--- src/hdl/jisp_pkg.sv ---
package jisp_pkg;

    // ##############################
    // Sizes
    // ##############################

    localparam int DW    = 8;
    localparam int MAX_X = 64;
    localparam int MAX_Y = 64;
    localparam int XW    = 6;
    localparam int YW    = 6;
    localparam int BLK   = 8;
    localparam int MCU_W = 16;

    // ##############################
    // Colour conversion
    // ##############################

    // Full-range BT.601 weights scaled by 256
    localparam int CY_R = 77;
    localparam int CY_G = 150;
    localparam int CY_B = 29;

    localparam int CB_R = 43;
    localparam int CB_G = 85;
    localparam int CB_B = 128;

    localparam int CR_R = 128;
    localparam int CR_G = 107;
    localparam int CR_B = 21;

    localparam int CHROMA_OFS = 128;

    // Block tag in MCU order, as carried on di_cnt
    typedef enum logic [2:0] {
        BLK_Y0 = 3'd0,
        BLK_Y1 = 3'd1,
        BLK_Y2 = 3'd2,
        BLK_Y3 = 3'd3,
        BLK_CB = 3'd4,
        BLK_CR = 3'd5
    } blk_e;

    typedef enum logic {
        ST_FILL  = 1'b0,
        ST_DRAIN = 1'b1
    } mcu_state_e;

endpackage

--- src/hdl/pixel_stream_if.sv ---
`timescale 1ns/1ps

interface pixel_stream_if import jisp_pkg::*; ();

    // Components are Y, Cb, Cr at indices 0, 1, 2
    logic [DW-1:0] comp [2:0];
    logic [2:0]    valid;
    logic          hold;
    logic          frame_valid;

    // Position of the pixel currently presented
    logic [XW-1:0] pixel_count;
    logic [YW-1:0] line_count;
    logic          eof;

    modport src (
        output comp,
        output valid,
        output frame_valid,
        output pixel_count,
        output line_count,
        output eof,
        input  hold
    );

    modport snk (
        input  comp,
        input  valid,
        input  frame_valid,
        input  pixel_count,
        input  line_count,
        input  eof,
        output hold
    );

endinterface

--- src/hdl/rgb2yuv.sv ---
`timescale 1ns/1ps

module rgb2yuv import jisp_pkg::*; (
    input  logic          clk,
    input  logic          rst,
    input  logic [DW-1:0] rgb24 [2:0],
    input  logic          rgb24_valid,
    output logic          rgb24_hold,
    input  logic          frame_valid_in,
    pixel_stream_if.src   yuv_s
);

    // Input components are R, G, B at indices 0, 1, 2
    logic signed [17:0] r_s;
    logic signed [17:0] g_s;
    logic signed [17:0] b_s;

    logic signed [17:0] sum_y;
    logic signed [17:0] sum_cb;
    logic signed [17:0] sum_cr;
    logic               s1_valid;
    logic               s1_fv;

    logic signed [17:0] rnd_y;
    logic signed [17:0] rnd_cb;
    logic signed [17:0] rnd_cr;

    function automatic logic [DW-1:0] clamp8(input logic signed [17:0] v);
        if (v < 18'sd0)
            return '0;
        else if (v > 18'sd255)
            return '1;
        else
            return v[DW-1:0];
    endfunction

    // The whole pipeline stalls as one while downstream holds
    assign rgb24_hold = yuv_s.hold;

    assign r_s = {{(18-DW){1'b0}}, rgb24[0]};
    assign g_s = {{(18-DW){1'b0}}, rgb24[1]};
    assign b_s = {{(18-DW){1'b0}}, rgb24[2]};

    // ##############################
    // Stage one: weighted sums
    // ##############################

    always_ff @(posedge clk) begin
        if (!yuv_s.hold) begin
            sum_y  <= 18'(CY_R) * r_s + 18'(CY_G) * g_s + 18'(CY_B) * b_s;
            sum_cb <= 18'(CB_B) * b_s - 18'(CB_R) * r_s - 18'(CB_G) * g_s;
            sum_cr <= 18'(CR_R) * r_s - 18'(CR_G) * g_s - 18'(CR_B) * b_s;
        end
    end

    // ##############################
    // Stage two: round, offset, clamp
    // ##############################

    assign rnd_y  = (sum_y + 18'sd128) >>> 8;
    assign rnd_cb = ((sum_cb + 18'sd128) >>> 8) + 18'(CHROMA_OFS);
    assign rnd_cr = ((sum_cr + 18'sd128) >>> 8) + 18'(CHROMA_OFS);

    always_ff @(posedge clk) begin
        if (!yuv_s.hold) begin
            yuv_s.comp[0] <= clamp8(rnd_y);
            yuv_s.comp[1] <= clamp8(rnd_cb);
            yuv_s.comp[2] <= clamp8(rnd_cr);
        end
    end

    always_ff @(posedge clk) begin
        if (rst) begin
            s1_valid          <= 1'b0;
            s1_fv             <= 1'b0;
            yuv_s.valid       <= '0;
            yuv_s.frame_valid <= 1'b0;
        end else if (!yuv_s.hold) begin
            s1_valid          <= rgb24_valid;
            s1_fv             <= frame_valid_in;
            yuv_s.valid       <= {3{s1_valid}};
            yuv_s.frame_valid <= s1_fv;
        end
    end

    // Position is counted further down the chain
    assign yuv_s.pixel_count = '0;
    assign yuv_s.line_count  = '0;
    assign yuv_s.eof         = 1'b0;

endmodule

--- src/flat_wrapper.sv ---
// flat-port wrapper written by rule: the top's interface ports become plain ports
module rgb2yuv_flat import jisp_pkg::*;
  (clk, rst, rgb24, rgb24_valid, rgb24_hold, frame_valid_in, yuv_s_comp, yuv_s_valid, yuv_s_frame_valid, yuv_s_pixel_count, yuv_s_line_count, yuv_s_eof, yuv_s_hold);
  pixel_stream_if yuv_s_i ();
  input  logic clk;
  input  logic rst;
  input  logic [DW-1:0] rgb24[2:0];
  input  logic rgb24_valid;
  output logic rgb24_hold;
  input  logic frame_valid_in;
  output wire logic [$bits(yuv_s_i.comp)-1:0] yuv_s_comp;
  output wire logic [$bits(yuv_s_i.valid)-1:0] yuv_s_valid;
  output wire logic [$bits(yuv_s_i.frame_valid)-1:0] yuv_s_frame_valid;
  output wire logic [$bits(yuv_s_i.pixel_count)-1:0] yuv_s_pixel_count;
  output wire logic [$bits(yuv_s_i.line_count)-1:0] yuv_s_line_count;
  output wire logic [$bits(yuv_s_i.eof)-1:0] yuv_s_eof;
  input wire logic [$bits(yuv_s_i.hold)-1:0] yuv_s_hold;
  assign yuv_s_comp = {>>{yuv_s_i.comp}};
  assign yuv_s_valid = yuv_s_i.valid;
  assign yuv_s_frame_valid = yuv_s_i.frame_valid;
  assign yuv_s_pixel_count = yuv_s_i.pixel_count;
  assign yuv_s_line_count = yuv_s_i.line_count;
  assign yuv_s_eof = yuv_s_i.eof;
  assign yuv_s_i.hold = yuv_s_hold;
  rgb2yuv u_core (.clk(clk), .rst(rst), .rgb24(rgb24), .rgb24_valid(rgb24_valid), .rgb24_hold(rgb24_hold), .frame_valid_in(frame_valid_in), .yuv_s(yuv_s_i));
endmodule
--- config.mk ---
export PLATFORM = sky130hd
export DESIGN_NAME = rgb2yuv_flat
export DESIGN_NICKNAME = d
export VERILOG_FILES = /design/src/hdl/jisp_pkg.sv /design/src/hdl/pixel_stream_if.sv /design/src/hdl/rgb2yuv.sv /design/src/flat_wrapper.sv
export SDC_FILE = /design/constraint.sdc
export NUM_CORES = 1
export LEC_CHECK = 0
export ABC_AREA = 1
export BUFFER_PORTS_ARGS = -buffer_cell sky130_fd_sc_hd__buf_2
export CORE_ASPECT_RATIO = 0.75
export CORE_UTILIZATION = 30
export DETAILED_ROUTE_END_ITERATION = 7
export GPL_TIMING_DRIVEN = 0
export SYNTH_ARGS = -nofsm -noshare
export SYNTH_HDL_FRONTEND = slang
export SYNTH_SLANG_ARGS = --single-unit
--- constraint.sdc ---
create_clock -name clk -period 7.5 [get_ports clk]
set_input_delay 2.25 -clock clk [delete_from_list [all_inputs] [get_ports clk]]
set_output_delay 2.25 -clock clk [all_outputs]
set_load 0.01 [all_outputs]
==> flow_summary_export.csv <==
group,metric,value,unit
outcome,status,"completed",
setup_path,criticalPathCategory,"input port to register",
final_layout,layout_commonest_cell,"inv_1",
clock_tree,numCtsBuffers,9,
final_layout,nets,2025,
final_layout,nFillCells,4176,
yosys,ys_ff_latch,60,
timing,relSlewSlack,0.582,
setup_path,critPathMaxFanout,9,
setup_path,r2r_end,"u_core.yuv_s.comp[22]",
final_layout,final_cells,2173,
clock_tree,clk_latency,0.34,ns
min_path,hp-class,"register to register",
placed_design,placedCellCount,2157,
clock_tree,path_clk_slew,0.06,ns
min_path,hold_depth,2,
global_route,antenna_found_initial,0,
timing,fin_worst_skew,0.00454,ns
routing,wl_met3,1970,um
timing,period_minus_slack,7.27,ns
yosys,synth_flop_cell,"edfxtp_1",
timing,timing.fmax,0.138,GHz
global_route,grt_first_pass_wirelength,47700,um
final_layout,final_layout_size_suffix_gt1_frac,0.0696,
setup_path,end_kind,"register",
floorplan,rows,63,
clock_tree,ctsHoldBuffers,0,
timing,setup_violations,0,
setup_path,reg2reg_from,"u_core.sum_cr[7]",
placed_design,place.gp.congestion,0.924,
routing,wl_met1,15400,um
routing,wl_met2,11700,um
routing,drt_wl_total,29300,um
final_layout,diodes,0,
global_route,grt_remaining_overflow,0,
clock_tree,cts_num_sinks,60,
global_route,grt_max_degree,41,
global_route,track_usage,0.144,
routing,routed_via_density,4.66,
timing,final.period_utilization,0.969,
final_layout,final_cell_area,13600,um2
placed_design,dp_hpwl,25600,um
final_layout,utilization,0.341,
floorplan,die_x,235,um
timing,drv_slew,0,
floorplan,io_pins,71,
floorplan,coreArea,39800,um2
clock_tree,cts_setup_buffers,0,
min_path,min_from,"u_core.s1_valid",
routing,drt-initial-drc-count,637,
clock_tree,cts_max_level,3,
yosys,ys_seq_area_frac,0.145,
floorplan,die_h,177,um
final_layout,seq_area,1760,um2
yosys,syn_area_per_cell,7.78,um2
final_layout,areaGrowthSynthToFinish,11.4,%
global_route,grt_pass1_vias,9468,
placed_design,dpl-instance-area,13200,um2
yosys,yosys.area.top_type,"ha_1",
clock_tree,root_buffer,"clkbuf_16",
final_layout,final_cell_mix,"inv_1, nand2_1, ha_1, nor2_1, a21oi_1",
routing,dr.pass1.iters,6,
yosys,netlist_instances,1567,
yosys,synth_area,12200,um2
floorplan,start_util,0.306,
yosys,synth.distinct_cells,38,
setup_path,worstPathArrival,7.37,ns
min_path,hold_end,"u_core.s1_valid",
setup_path,required,7.60,ns
final_layout,multiInputGateArea,9150,um2
setup_path,ff2ff_path_depth,11,
setup_path,critPathLaunchType,"input port",
placed_design,io_buffers,57,
yosys,async_flop_share,0,
yosys,synth.area.top_cells,"ha_1, edfxtp_1, fa_1",
floorplan,die_area,41500,um2
routing,post-route-drc-count,0,
routing,vias,10100,
yosys,yosysTopAreaCellShare,0.273,
setup_path,r2r_slack,5.28,ns
timing,tightestPinTransition,0.625,ns
clock_tree,clk_path_buf_depth,2,
routing,routed.top_layer,"met4",
routing,route.antenna.remaining_nets,0,
timing,hold_viol,0,
routing,wire_per_inst,13.5,um
yosys,yosysWarnings,0,
run,cap_violations,0,
clock_tree,cts_tree,"done",
timing,fin_tns_setup,0,ns
yosys,synth_edf_count,56,
[worst max-delay path, cell delays in order]
cell,delay [ns]
clkbuf_4,0.20
ha_1,0.38
fa_1,0.52
fa_1,0.52
inv_1,0.05
fa_1,0.50
inv_1,0.05
ha_1,0.34
a21oi_1,0.23
o21ai_0,0.15
nand2_1,0.09
nand3_1,0.08
xor2_1,0.46
fa_1,0.50
inv_1,0.07
ha_1,0.30
a21oi_1,0.18
o21ai_0,0.09
a21oi_1,0.18
nand2_1,0.12
nand2_1,0.07
nand2_1,0.04
[stage by stage]
stage	worst slack (ns)	hold slack, ns
5_1_grt	-0.00525	0.482
2_1_floorplan	0.707	0.435
3_5_place_dp	-0.229	0.454
4_1_cts	0.137	0.463
6_report	0.231	0.463
3_3_place_gp	-0.181	0.443
[repair_timing]
item                       4_1_cts  5_1_grt
gates resized for setup          0        8
hold endpoints to repair         0        0
setup endpoints to repair        0        7
[flip-flops by register name, summed over array words and instances, names as in the netlist]
signal / flops
u_core.sum_cb: 11
u_core.yuv_s.valid: 1
u_core.yuv_s.frame_valid: 1
u_core.sum_cr: 11
u_core.yuv_s.comp: 24
u_core.sum_y: 10
u_core.s1_fv: 1
u_core.s1_valid: 1
[cells by family (layout without fill, tap and decap cells)]
kind of cell,count (synthesis),count (layout),synth area share
DFF,60,60,0.145
xor gates and xnor gates,88,88,0.0632
adders and majority gates,348,348,0.408
buffers and inverters,351,425,0.113
and+or+nand+nor,534,534,0.185
AOI/OAI and AO/OA,185,185,0.0862
other,1,13,0.000308
[routing by layer]
layer,global-route usage,up-vias
li1,-,5198
met1,0.213,4701
met2,0.209,213
met3,0.0350,16
met4,0.0315,0
met5,0,-
[final cells by class]
type | count | area share
clock buffers | 9 | 0.0166
multi-input cells | 1168 | 0.673
inverters | 335 | 0.0926
flip-flops and latches | 60 | 0.130
plain buffers | 16 | 0.00884
clock inverters | 7 | 0.00838
repair buffers | 58 | 0.0227
well taps | 520 | 0.0479
[cells in the mapped netlist (2+ instances only)]
cell type,n
nand2_1,287
a31oi_1,2
a21boi_0,3
nor4_1,2
nor2_1,105
ha_1,266
a21oi_1,101
fa_1,82
nor2_2,4
xnor2_1,26
inv_1,334
o21a_1,7
a21o_1,7
nand3_2,2
xor2_1,62
nand2_2,5
nand3_1,87
buf_4,16
nor3_1,18
dfxtp_1,4
o21bai_1,12
o211ai_1,3
o21ai_0,42
a211oi_1,2
edfxtp_1,56
or2_2,2
nand4_1,19
[how the worst max path moves through the flow]
stage                         start                end  cells after the start
after detailed placement  rgb24[14]  u_core.sum_cr[14]                     24
after global routing      rgb24[12]  u_core.sum_cr[14]                     24
after global placement    rgb24[14]  u_core.sum_cr[14]                     24
after CTS                 rgb24[14]  u_core.sum_cr[14]                     24
final                     rgb24[14]  u_core.sum_cr[15]                     22
after floorplan           rgb24[12]  u_core.sum_cr[15]                     20
Power is left out: the tool's default activity adds up to more than one toggle a clock period on the data nets, which glitch-free logic cannot reach.
