**src/hdl/jisp_pkg.sv**
```systemverilog
package jisp_pkg;

    // ##############################
    // Sizes
    // ##############################

    localparam int DW    = 8;
    localparam int MAX_X = 64;
    localparam int MAX_Y = 64;
    localparam int XW    = 6;
    localparam int YW    = 6;
    localparam int BLK   = 8;
    localparam int MCU_W = 16;

    // ##############################
    // Colour conversion
    // ##############################

    // Full-range BT.601 weights scaled by 256
    localparam int CY_R = 77;
    localparam int CY_G = 150;
    localparam int CY_B = 29;

    localparam int CB_R = 43;
    localparam int CB_G = 85;
    localparam int CB_B = 128;

    localparam int CR_R = 128;
    localparam int CR_G = 107;
    localparam int CR_B = 21;

    localparam int CHROMA_OFS = 128;

    // Block tag in MCU order, as carried on di_cnt
    typedef enum logic [2:0] {
        BLK_Y0 = 3'd0,
        BLK_Y1 = 3'd1,
        BLK_Y2 = 3'd2,
        BLK_Y3 = 3'd3,
        BLK_CB = 3'd4,
        BLK_CR = 3'd5
    } blk_e;

    typedef enum logic {
        ST_FILL  = 1'b0,
        ST_DRAIN = 1'b1
    } mcu_state_e;

endpackage

```
**src/hdl/pixel_stream_if.sv**
```systemverilog
`timescale 1ns/1ps

interface pixel_stream_if import jisp_pkg::*; ();

    // Components are Y, Cb, Cr at indices 0, 1, 2
    logic [DW-1:0] comp [2:0];
    logic [2:0]    valid;
    logic          hold;
    logic          frame_valid;

    // Position of the pixel currently presented
    logic [XW-1:0] pixel_count;
    logic [YW-1:0] line_count;
    logic          eof;

    modport src (
        output comp,
        output valid,
        output frame_valid,
        output pixel_count,
        output line_count,
        output eof,
        input  hold
    );

    modport snk (
        input  comp,
        input  valid,
        input  frame_valid,
        input  pixel_count,
        input  line_count,
        input  eof,
        output hold
    );

endinterface

```
**src/hdl/subsample.sv**
```systemverilog
`timescale 1ns/1ps

module subsample import jisp_pkg::*; (
    input  logic          clk,
    input  logic          rst,
    input  logic [XW-1:0] x_size_m1,
    input  logic [YW-1:0] y_size_m1,
    pixel_stream_if.snk   yuv_in,
    pixel_stream_if.src   yuv_out
);

    logic [XW-1:0] px;
    logic [YW-1:0] ln;
    logic          accept;
    logic          last_px;
    logic          last_ln;
    logic          even_ln;
    logic          odd_px;

    // Chroma of the even pixel waiting for its partner
    logic [DW-1:0] cb_keep;
    logic [DW-1:0] cr_keep;
    logic [DW:0]   cb_sum;
    logic [DW:0]   cr_sum;

    assign yuv_in.hold = yuv_out.hold;
    assign accept      = |yuv_in.valid && !yuv_out.hold;

    assign last_px = (px == x_size_m1);
    assign last_ln = (ln == y_size_m1);
    assign even_ln = !ln[0];
    assign odd_px  = px[0];

    // Rounded pair average
    assign cb_sum = {1'b0, cb_keep} + {1'b0, yuv_in.comp[1]} + {{DW{1'b0}}, 1'b1};
    assign cr_sum = {1'b0, cr_keep} + {{1'b0}, yuv_in.comp[2]} + {{DW{1'b0}}, 1'b1};

    // ##############################
    // Position counters
    // ##############################

    always_ff @(posedge clk) begin
        if (rst || !yuv_in.frame_valid) begin
            px <= '0;
            ln <= '0;
        end else if (accept) begin
            if (last_px) begin
                px <= '0;
                ln <= last_ln ? '0 : ln + 1'b1;
            end else begin
                px <= px + 1'b1;
            end
        end
    end

    always_ff @(posedge clk) begin
        if (accept && even_ln && !odd_px) begin
            cb_keep <= yuv_in.comp[1];
            cr_keep <= yuv_in.comp[2];
        end
    end

    // ##############################
    // Output register
    // ##############################

    always_ff @(posedge clk) begin
        if (!yuv_out.hold) begin
            yuv_out.comp[0]     <= yuv_in.comp[0];
            yuv_out.comp[1]     <= cb_sum[DW:1];
            yuv_out.comp[2]     <= cr_sum[DW:1];
            yuv_out.pixel_count <= px;
            yuv_out.line_count  <= ln;
        end
    end

    always_ff @(posedge clk) begin
        if (rst) begin
            yuv_out.valid       <= '0;
            yuv_out.eof         <= 1'b0;
            yuv_out.frame_valid <= 1'b0;
        end else if (!yuv_out.hold) begin
            yuv_out.frame_valid <= yuv_in.frame_valid;
            if (accept) begin
                // Luma always, chroma only on the odd pixel of an even line
                yuv_out.valid <= {{2{even_ln && odd_px}}, 1'b1};
                yuv_out.eof   <= last_px && last_ln;
            end else begin
                yuv_out.valid <= '0;
                yuv_out.eof   <= 1'b0;
            end
        end
    end

endmodule

```
**src/flat_wrapper.sv**
```systemverilog
// flat-port wrapper written by rule: the top's interface ports become plain ports
module subsample_flat import jisp_pkg::*;
  (clk, rst, x_size_m1, y_size_m1, yuv_in_comp, yuv_in_valid, yuv_in_frame_valid, yuv_in_pixel_count, yuv_in_line_count, yuv_in_eof, yuv_in_hold, yuv_out_comp, yuv_out_valid, yuv_out_frame_valid, yuv_out_pixel_count, yuv_out_line_count, yuv_out_eof, yuv_out_hold);
  pixel_stream_if yuv_in_i ();
  pixel_stream_if yuv_out_i ();
  input  logic clk;
  input  logic rst;
  input  logic [XW-1:0] x_size_m1;
  input  logic [YW-1:0] y_size_m1;
  input wire logic [$bits(yuv_in_i.comp)-1:0] yuv_in_comp;
  input wire logic [$bits(yuv_in_i.valid)-1:0] yuv_in_valid;
  input wire logic [$bits(yuv_in_i.frame_valid)-1:0] yuv_in_frame_valid;
  input wire logic [$bits(yuv_in_i.pixel_count)-1:0] yuv_in_pixel_count;
  input wire logic [$bits(yuv_in_i.line_count)-1:0] yuv_in_line_count;
  input wire logic [$bits(yuv_in_i.eof)-1:0] yuv_in_eof;
  output wire logic [$bits(yuv_in_i.hold)-1:0] yuv_in_hold;
  output wire logic [$bits(yuv_out_i.comp)-1:0] yuv_out_comp;
  output wire logic [$bits(yuv_out_i.valid)-1:0] yuv_out_valid;
  output wire logic [$bits(yuv_out_i.frame_valid)-1:0] yuv_out_frame_valid;
  output wire logic [$bits(yuv_out_i.pixel_count)-1:0] yuv_out_pixel_count;
  output wire logic [$bits(yuv_out_i.line_count)-1:0] yuv_out_line_count;
  output wire logic [$bits(yuv_out_i.eof)-1:0] yuv_out_eof;
  input wire logic [$bits(yuv_out_i.hold)-1:0] yuv_out_hold;
  assign yuv_in_i.comp = {>>{yuv_in_comp}};
  assign yuv_in_i.valid = yuv_in_valid;
  assign yuv_in_i.frame_valid = yuv_in_frame_valid;
  assign yuv_in_i.pixel_count = yuv_in_pixel_count;
  assign yuv_in_i.line_count = yuv_in_line_count;
  assign yuv_in_i.eof = yuv_in_eof;
  assign yuv_in_hold = yuv_in_i.hold;
  assign yuv_out_comp = {>>{yuv_out_i.comp}};
  assign yuv_out_valid = yuv_out_i.valid;
  assign yuv_out_frame_valid = yuv_out_i.frame_valid;
  assign yuv_out_pixel_count = yuv_out_i.pixel_count;
  assign yuv_out_line_count = yuv_out_i.line_count;
  assign yuv_out_eof = yuv_out_i.eof;
  assign yuv_out_i.hold = yuv_out_hold;
  subsample u_core (.clk(clk), .rst(rst), .x_size_m1(x_size_m1), .y_size_m1(y_size_m1), .yuv_in(yuv_in_i), .yuv_out(yuv_out_i));
endmodule
```
**config.mk**
```make
export PLATFORM = sky130hd
export DESIGN_NAME = subsample_flat
export DESIGN_NICKNAME = d
export VERILOG_FILES = /design/src/hdl/jisp_pkg.sv /design/src/hdl/pixel_stream_if.sv /design/src/hdl/subsample.sv /design/src/flat_wrapper.sv
export SDC_FILE = /design/constraint.sdc
export NUM_CORES = 1
export LEC_CHECK = 0
export BUFFER_PORTS_ARGS = -buffer_cell sky130_fd_sc_hd__buf_2
export CAP_MARGIN = 20
export CORE_UTILIZATION = 36
export DETAILED_ROUTE_END_ITERATION = 16
export HOLD_SLACK_MARGIN = 0.15
export SLEW_MARGIN = 20
export SYNTH_ARGS = -nofsm -noshare
export SYNTH_HDL_FRONTEND = slang
export SYNTH_SLANG_ARGS = --single-unit
```
**constraint.sdc**
```tcl
create_clock -name clk -period 3 [get_ports clk]
set_input_delay 0.3 -clock clk [delete_from_list [all_inputs] [get_ports clk]]
set_output_delay 0.3 -clock clk [all_outputs]
set_load 0.03 [all_outputs]
```
==> results.txt <==
----------------------------------------------------
[Place]
  Number of port buffers ... between 80 and 90
  Final weighted congestion in routability-driven placement ... between 0.8 and 0.9
  Half-perimeter wire length after detailed placement ... 4100 microns

[Setup path]
  Nature of the critical path endpoint ... flip-flop
  Arrival time worst endpoint ... between 2000 and 2500 ps
  Maximum fanout count along the critical path ... 3
  Cell type of the slowest stage on the worst timing path ... dlygate4sd3_1
  Crit start category ... primary input
  Critical path cell sequence ... dlygate4sd3_1 -> buf_2 -> or2_2 -> fa_1 -> a21o_1 -> a21oi_1 -> o21ai_0 -> nor4_1 -> nor3_1
  Critical path type ... in -> reg
  R2R depth ... 7
  Delay of the slowest cell on the worst path ... about 530 ps
  Required @ worst endpoint ... ~3100 ps

[Drt]
  Detail-routed net length per standard cell ... ~13 microns
  Final routed DRC violation total ... 0
  Vias per inst ... ~4.7
  Iteration-0 DRC Markers ... 35
  Total number of vias ... around 2000
  Pre-Repair DR Iteration Count ... 4
  Total length of routed wires ... 5790 microns
  Antenna Nets Post-Route ... 0

[STA]
  Achievable Freq ... 415 MHz
  Slew of the pin with the lowest slew margin ... ~730 ps
  Final count of hold timing violations ... 0
  Minimum clock period after layout ... between 2000 and 2500 ps
  Max-slew violation count ... 0
  Rel. slew slack ... 0.515
  Setup skew after layout ... between 15 and 20 ps
  Fin crit share ... 0.803
  Setup repair after global routing missed its margin ... false
  Total negative slack ... 0 ps
  Final number of setup-violating endpoints ... 0

[Power]
  Power density normalized to cell area ... roughly 550 nW/um^2
  Power share of the combinational group ... 0.172
  Switching power total ... approximately 0.58 mW
  Fraction of power spent switching nets ... 0.275
  Portion of total power attributed to the clock network ... 0.301
  Internal power ... between 1.5 and 2 mW
  Design Power ... between 2 and 2.5 mW
  LEAKAGE ... 1.63 nW
  Sequential share of power ... 0.527
  Worst vdd rail ir drop ... ~180 uV

[GRT]
  Number of antenna violations at the first check in global routing ... 0
  All-Layer GR Usage ... 0.141
  Global-route wire length before repair ... between 9000 and 10000 microns
  Pin count of the biggest net entering global routing ... 24
  Remaining global-route overflow ... 0
  Vias in the first global route ... between 1500 and 2000

[Yosys]
  Synth top area cells ... edfxtp_1, dfxtp_1, ha_1, xor2_1, xnor2_1
  Total nets after synthesis ... between 200 and 300
  Combined area of all synthesized cells ... 2990 sq um
  Proportion of register bits with asynchronous set or reset after synthesis ... 0
  Synthesis Warnings ... 0
  Number of different library cells in the post-synthesis netlist ... 37
  Top cell type's share of synthesized area ... 0.522
  Cells after Synth ... 218
  Number of enable-type register cells in the synthesized netlist ... 52
  Most used DFF post-synth ... edfxtp_1
  Fraction of the yosys area taken by sequential cells ... 0.630
  Number of synthesized register bits ... 68
  Synth cell count leaders ... edfxtp_1, dfxtp_1, ha_1, nand2_1, xor2_1
  Post-Syn Area per Cell ... around 14 sq um
  Leading cell type by number of instances after synthesis ... edfxtp_1
  Area leader, netlist ... edfxtp_1

[Die]
  Number of top-level pins ... between 90 and 100
  Effective utilization at floorplan ... 0.379
  Total Die Area ... a little under 9000 sq um
  Die Y-Extent ... around 93 microns
  Core area ... roughly 7900 sq um
  Horizontal extent of the die ... approximately 93 microns
  Total number of placement rows ... 32

[Layout]
  Proportion of layout cells with a drive suffix above 1 ... 0.335
  Fill cell count ... approximately 730
  Total inserted antenna cells ... 0
  Post-layout net count ... 400
  Layout overhead on the synthesized area ... 28.4%

[Clock tree]
  CTS HTree Levels ... 3
  Post-CTS setup repair buffer count ... 0
  Number of cells upsized or downsized after cts ... 0
  Clock net sink count ... between 60 and 70
  TritonCTS clock tree ... yes
  Clock Path Buffers ... 2
  CTS buffer count ... 9
  Clock root cell ... clkbuf_8
  Clock slew at the register clock pins of the worst setup and hold paths ... approximately 70 ps
  Worst-Skew Late Latency ... about 340 ps

[Outcome]
  Outcome ... completed

[Hold path]
  Hold Path Depth ... 1
  Hold/Removal Path Class ... in -> reg

[Flow run]
  Number of max-cap violations ... 0

----------------------------------------------------
## cells in the final DEF, fill, tap and decap left out, types with 2 or more instances in the layout
cell           synthesis  final
buf_2                  0     84
xnor2_1               13     13
clkbuf_1               1      2
clkinv_2               0      4
a21oi_1               10     10
xor2_1                16     16
clkbuf_8               0      9
nor4_1                 3      3
edfxtp_1              52     52
buf_4                  2      2
and3_1                 5      5
ha_1                  16     16
a32oi_1                3      3
nor2_1                13     13
nor3_1                 6      5
fa_1                   2      2
a211o_1                2      2
a21o_1                 4      4
dfxtp_1               16     16
nand2_1               16     16
nand4_1                3      3
dlygate4sd3_1          0     14
o211ai_1               3      3
o21ai_0                4      4
nand3_1                8      8
o41ai_2                2      2
or2_2                  4      4
## power groups by stage
stage	Combinational, mW	Sequential (mW)	Clock [mW]
after global placement	0.345	1.13	0
after global routing	0.393	1.11	0.700
after detailed placement	0.350	1.13	0
after CTS	0.366	1.11	0.661
after floorplan	0.142	1.23	0
final	0.361	1.11	0.632
## area by class of cell
| class | instances | area, sq um | share of cell area |
|---|---|---|---|
| Clock inverter | 5 | 28.8 | 0.00750 |
| Multi-Input combinational cell | 146 | 1090 | 0.284 |
| Inverter | 1 | 3.75 | 0.000978 |
| Clock buffer | 11 | 131 | 0.0342 |
| Sequential cell | 68 | 1880 | 0.490 |
| Timing Repair Buffer | 100 | 576 | 0.150 |
| Tap cell | 102 | 128 | 0.0332 |
## critical path, delay by kind of cell
kind | cells | cell delay (ps)
adder cells (fa/ha/maj) | 1 | 400
buffers and inverters | 2 | 660
AO/OA/AOI/OAI | 3 | 570
AND/OR/NAND/NOR | 3 | 560
## kinds of logic after synthesis
group                      Yosys count  synth area share
DFF                                 68             0.630
and+or+nand+nor                     67             0.119
AOI/OAI and AO/OA                   31            0.0749
xor gates and xnor gates            29            0.0850
adders and majority gates           18            0.0804
buffers and inverters                4           0.00753
muxes                                1           0.00335
## state kept, by name, indices dropped and copies added (netlist names)
register                    flops
u_core.yuv_out.pixel_count      6
u_core.yuv_out.line_count       6
u_core.cr_keep                  8
u_core.yuv_out.valid            2
u_core.yuv_out.eof              1
u_core.cb_keep                  8
u_core.yuv_out.comp            24
u_core.ln                       6
u_core.yuv_out.frame_valid      1
u_core.px                       6
## routing by layer
| metal | up-vias | GRT usage | wire length (microns) |
|---|---|---|---|
| li1 | 1036 | - | - |
| met1 | 952 | 0.175 | 2690 |
| met2 | 52 | 0.223 | 2730 |
| met3 | 8 | 0.0301 | 243 |
| met4 | 0 | 0.0859 | 123 |
| met5 | - | 0 | 0 |
## path summary, 6_finish.rpt
check | to | slack (ps) | startpoint
worst max-delay path | u_core.yuv_out.comp[15]$_DFFE_PN_ | 590 | yuv_in_comp[8]
worst min-delay path | u_core.cr_keep[6]$_DFFE_PP_ | 170 | yuv_in_comp[22]
worst max register to register | u_core.yuv_out.comp[23]$_DFFE_PN_ | 790 | u_core.cr_keep[0]$_DFFE_PP_
worst min register to register | u_core.yuv_out.valid[0]$_SDFFE_PP0N_ | 460 | u_core.yuv_out.valid[0]$_SDFFE_PP0N_
## repair_timing
action,in CTS,in global routing
hold buffers,14,0
endpoints found under the hold margin,14,0
setup endpoints to repair,0,0
## metrics by stage
stage / instance area (sq um) / cells / worst slack, ps / hold WS [ps] / utilization
after global placement: 3540 / 403 / 790 / 443 / 0.449
after detailed placement: 3540 / 403 / 782 / 449 / 0.449
after floorplan: 2990 / 218 / 781 / 369 / -
after CTS: 3840 / 433 / 598 / 152 / 0.487
final: 3840 / 433 / 592 / 169 / 0.487
after global routing: 3840 / 433 / 486 / 150 / 0.487
No activity file was read; power rests on OpenSTA's default activity.
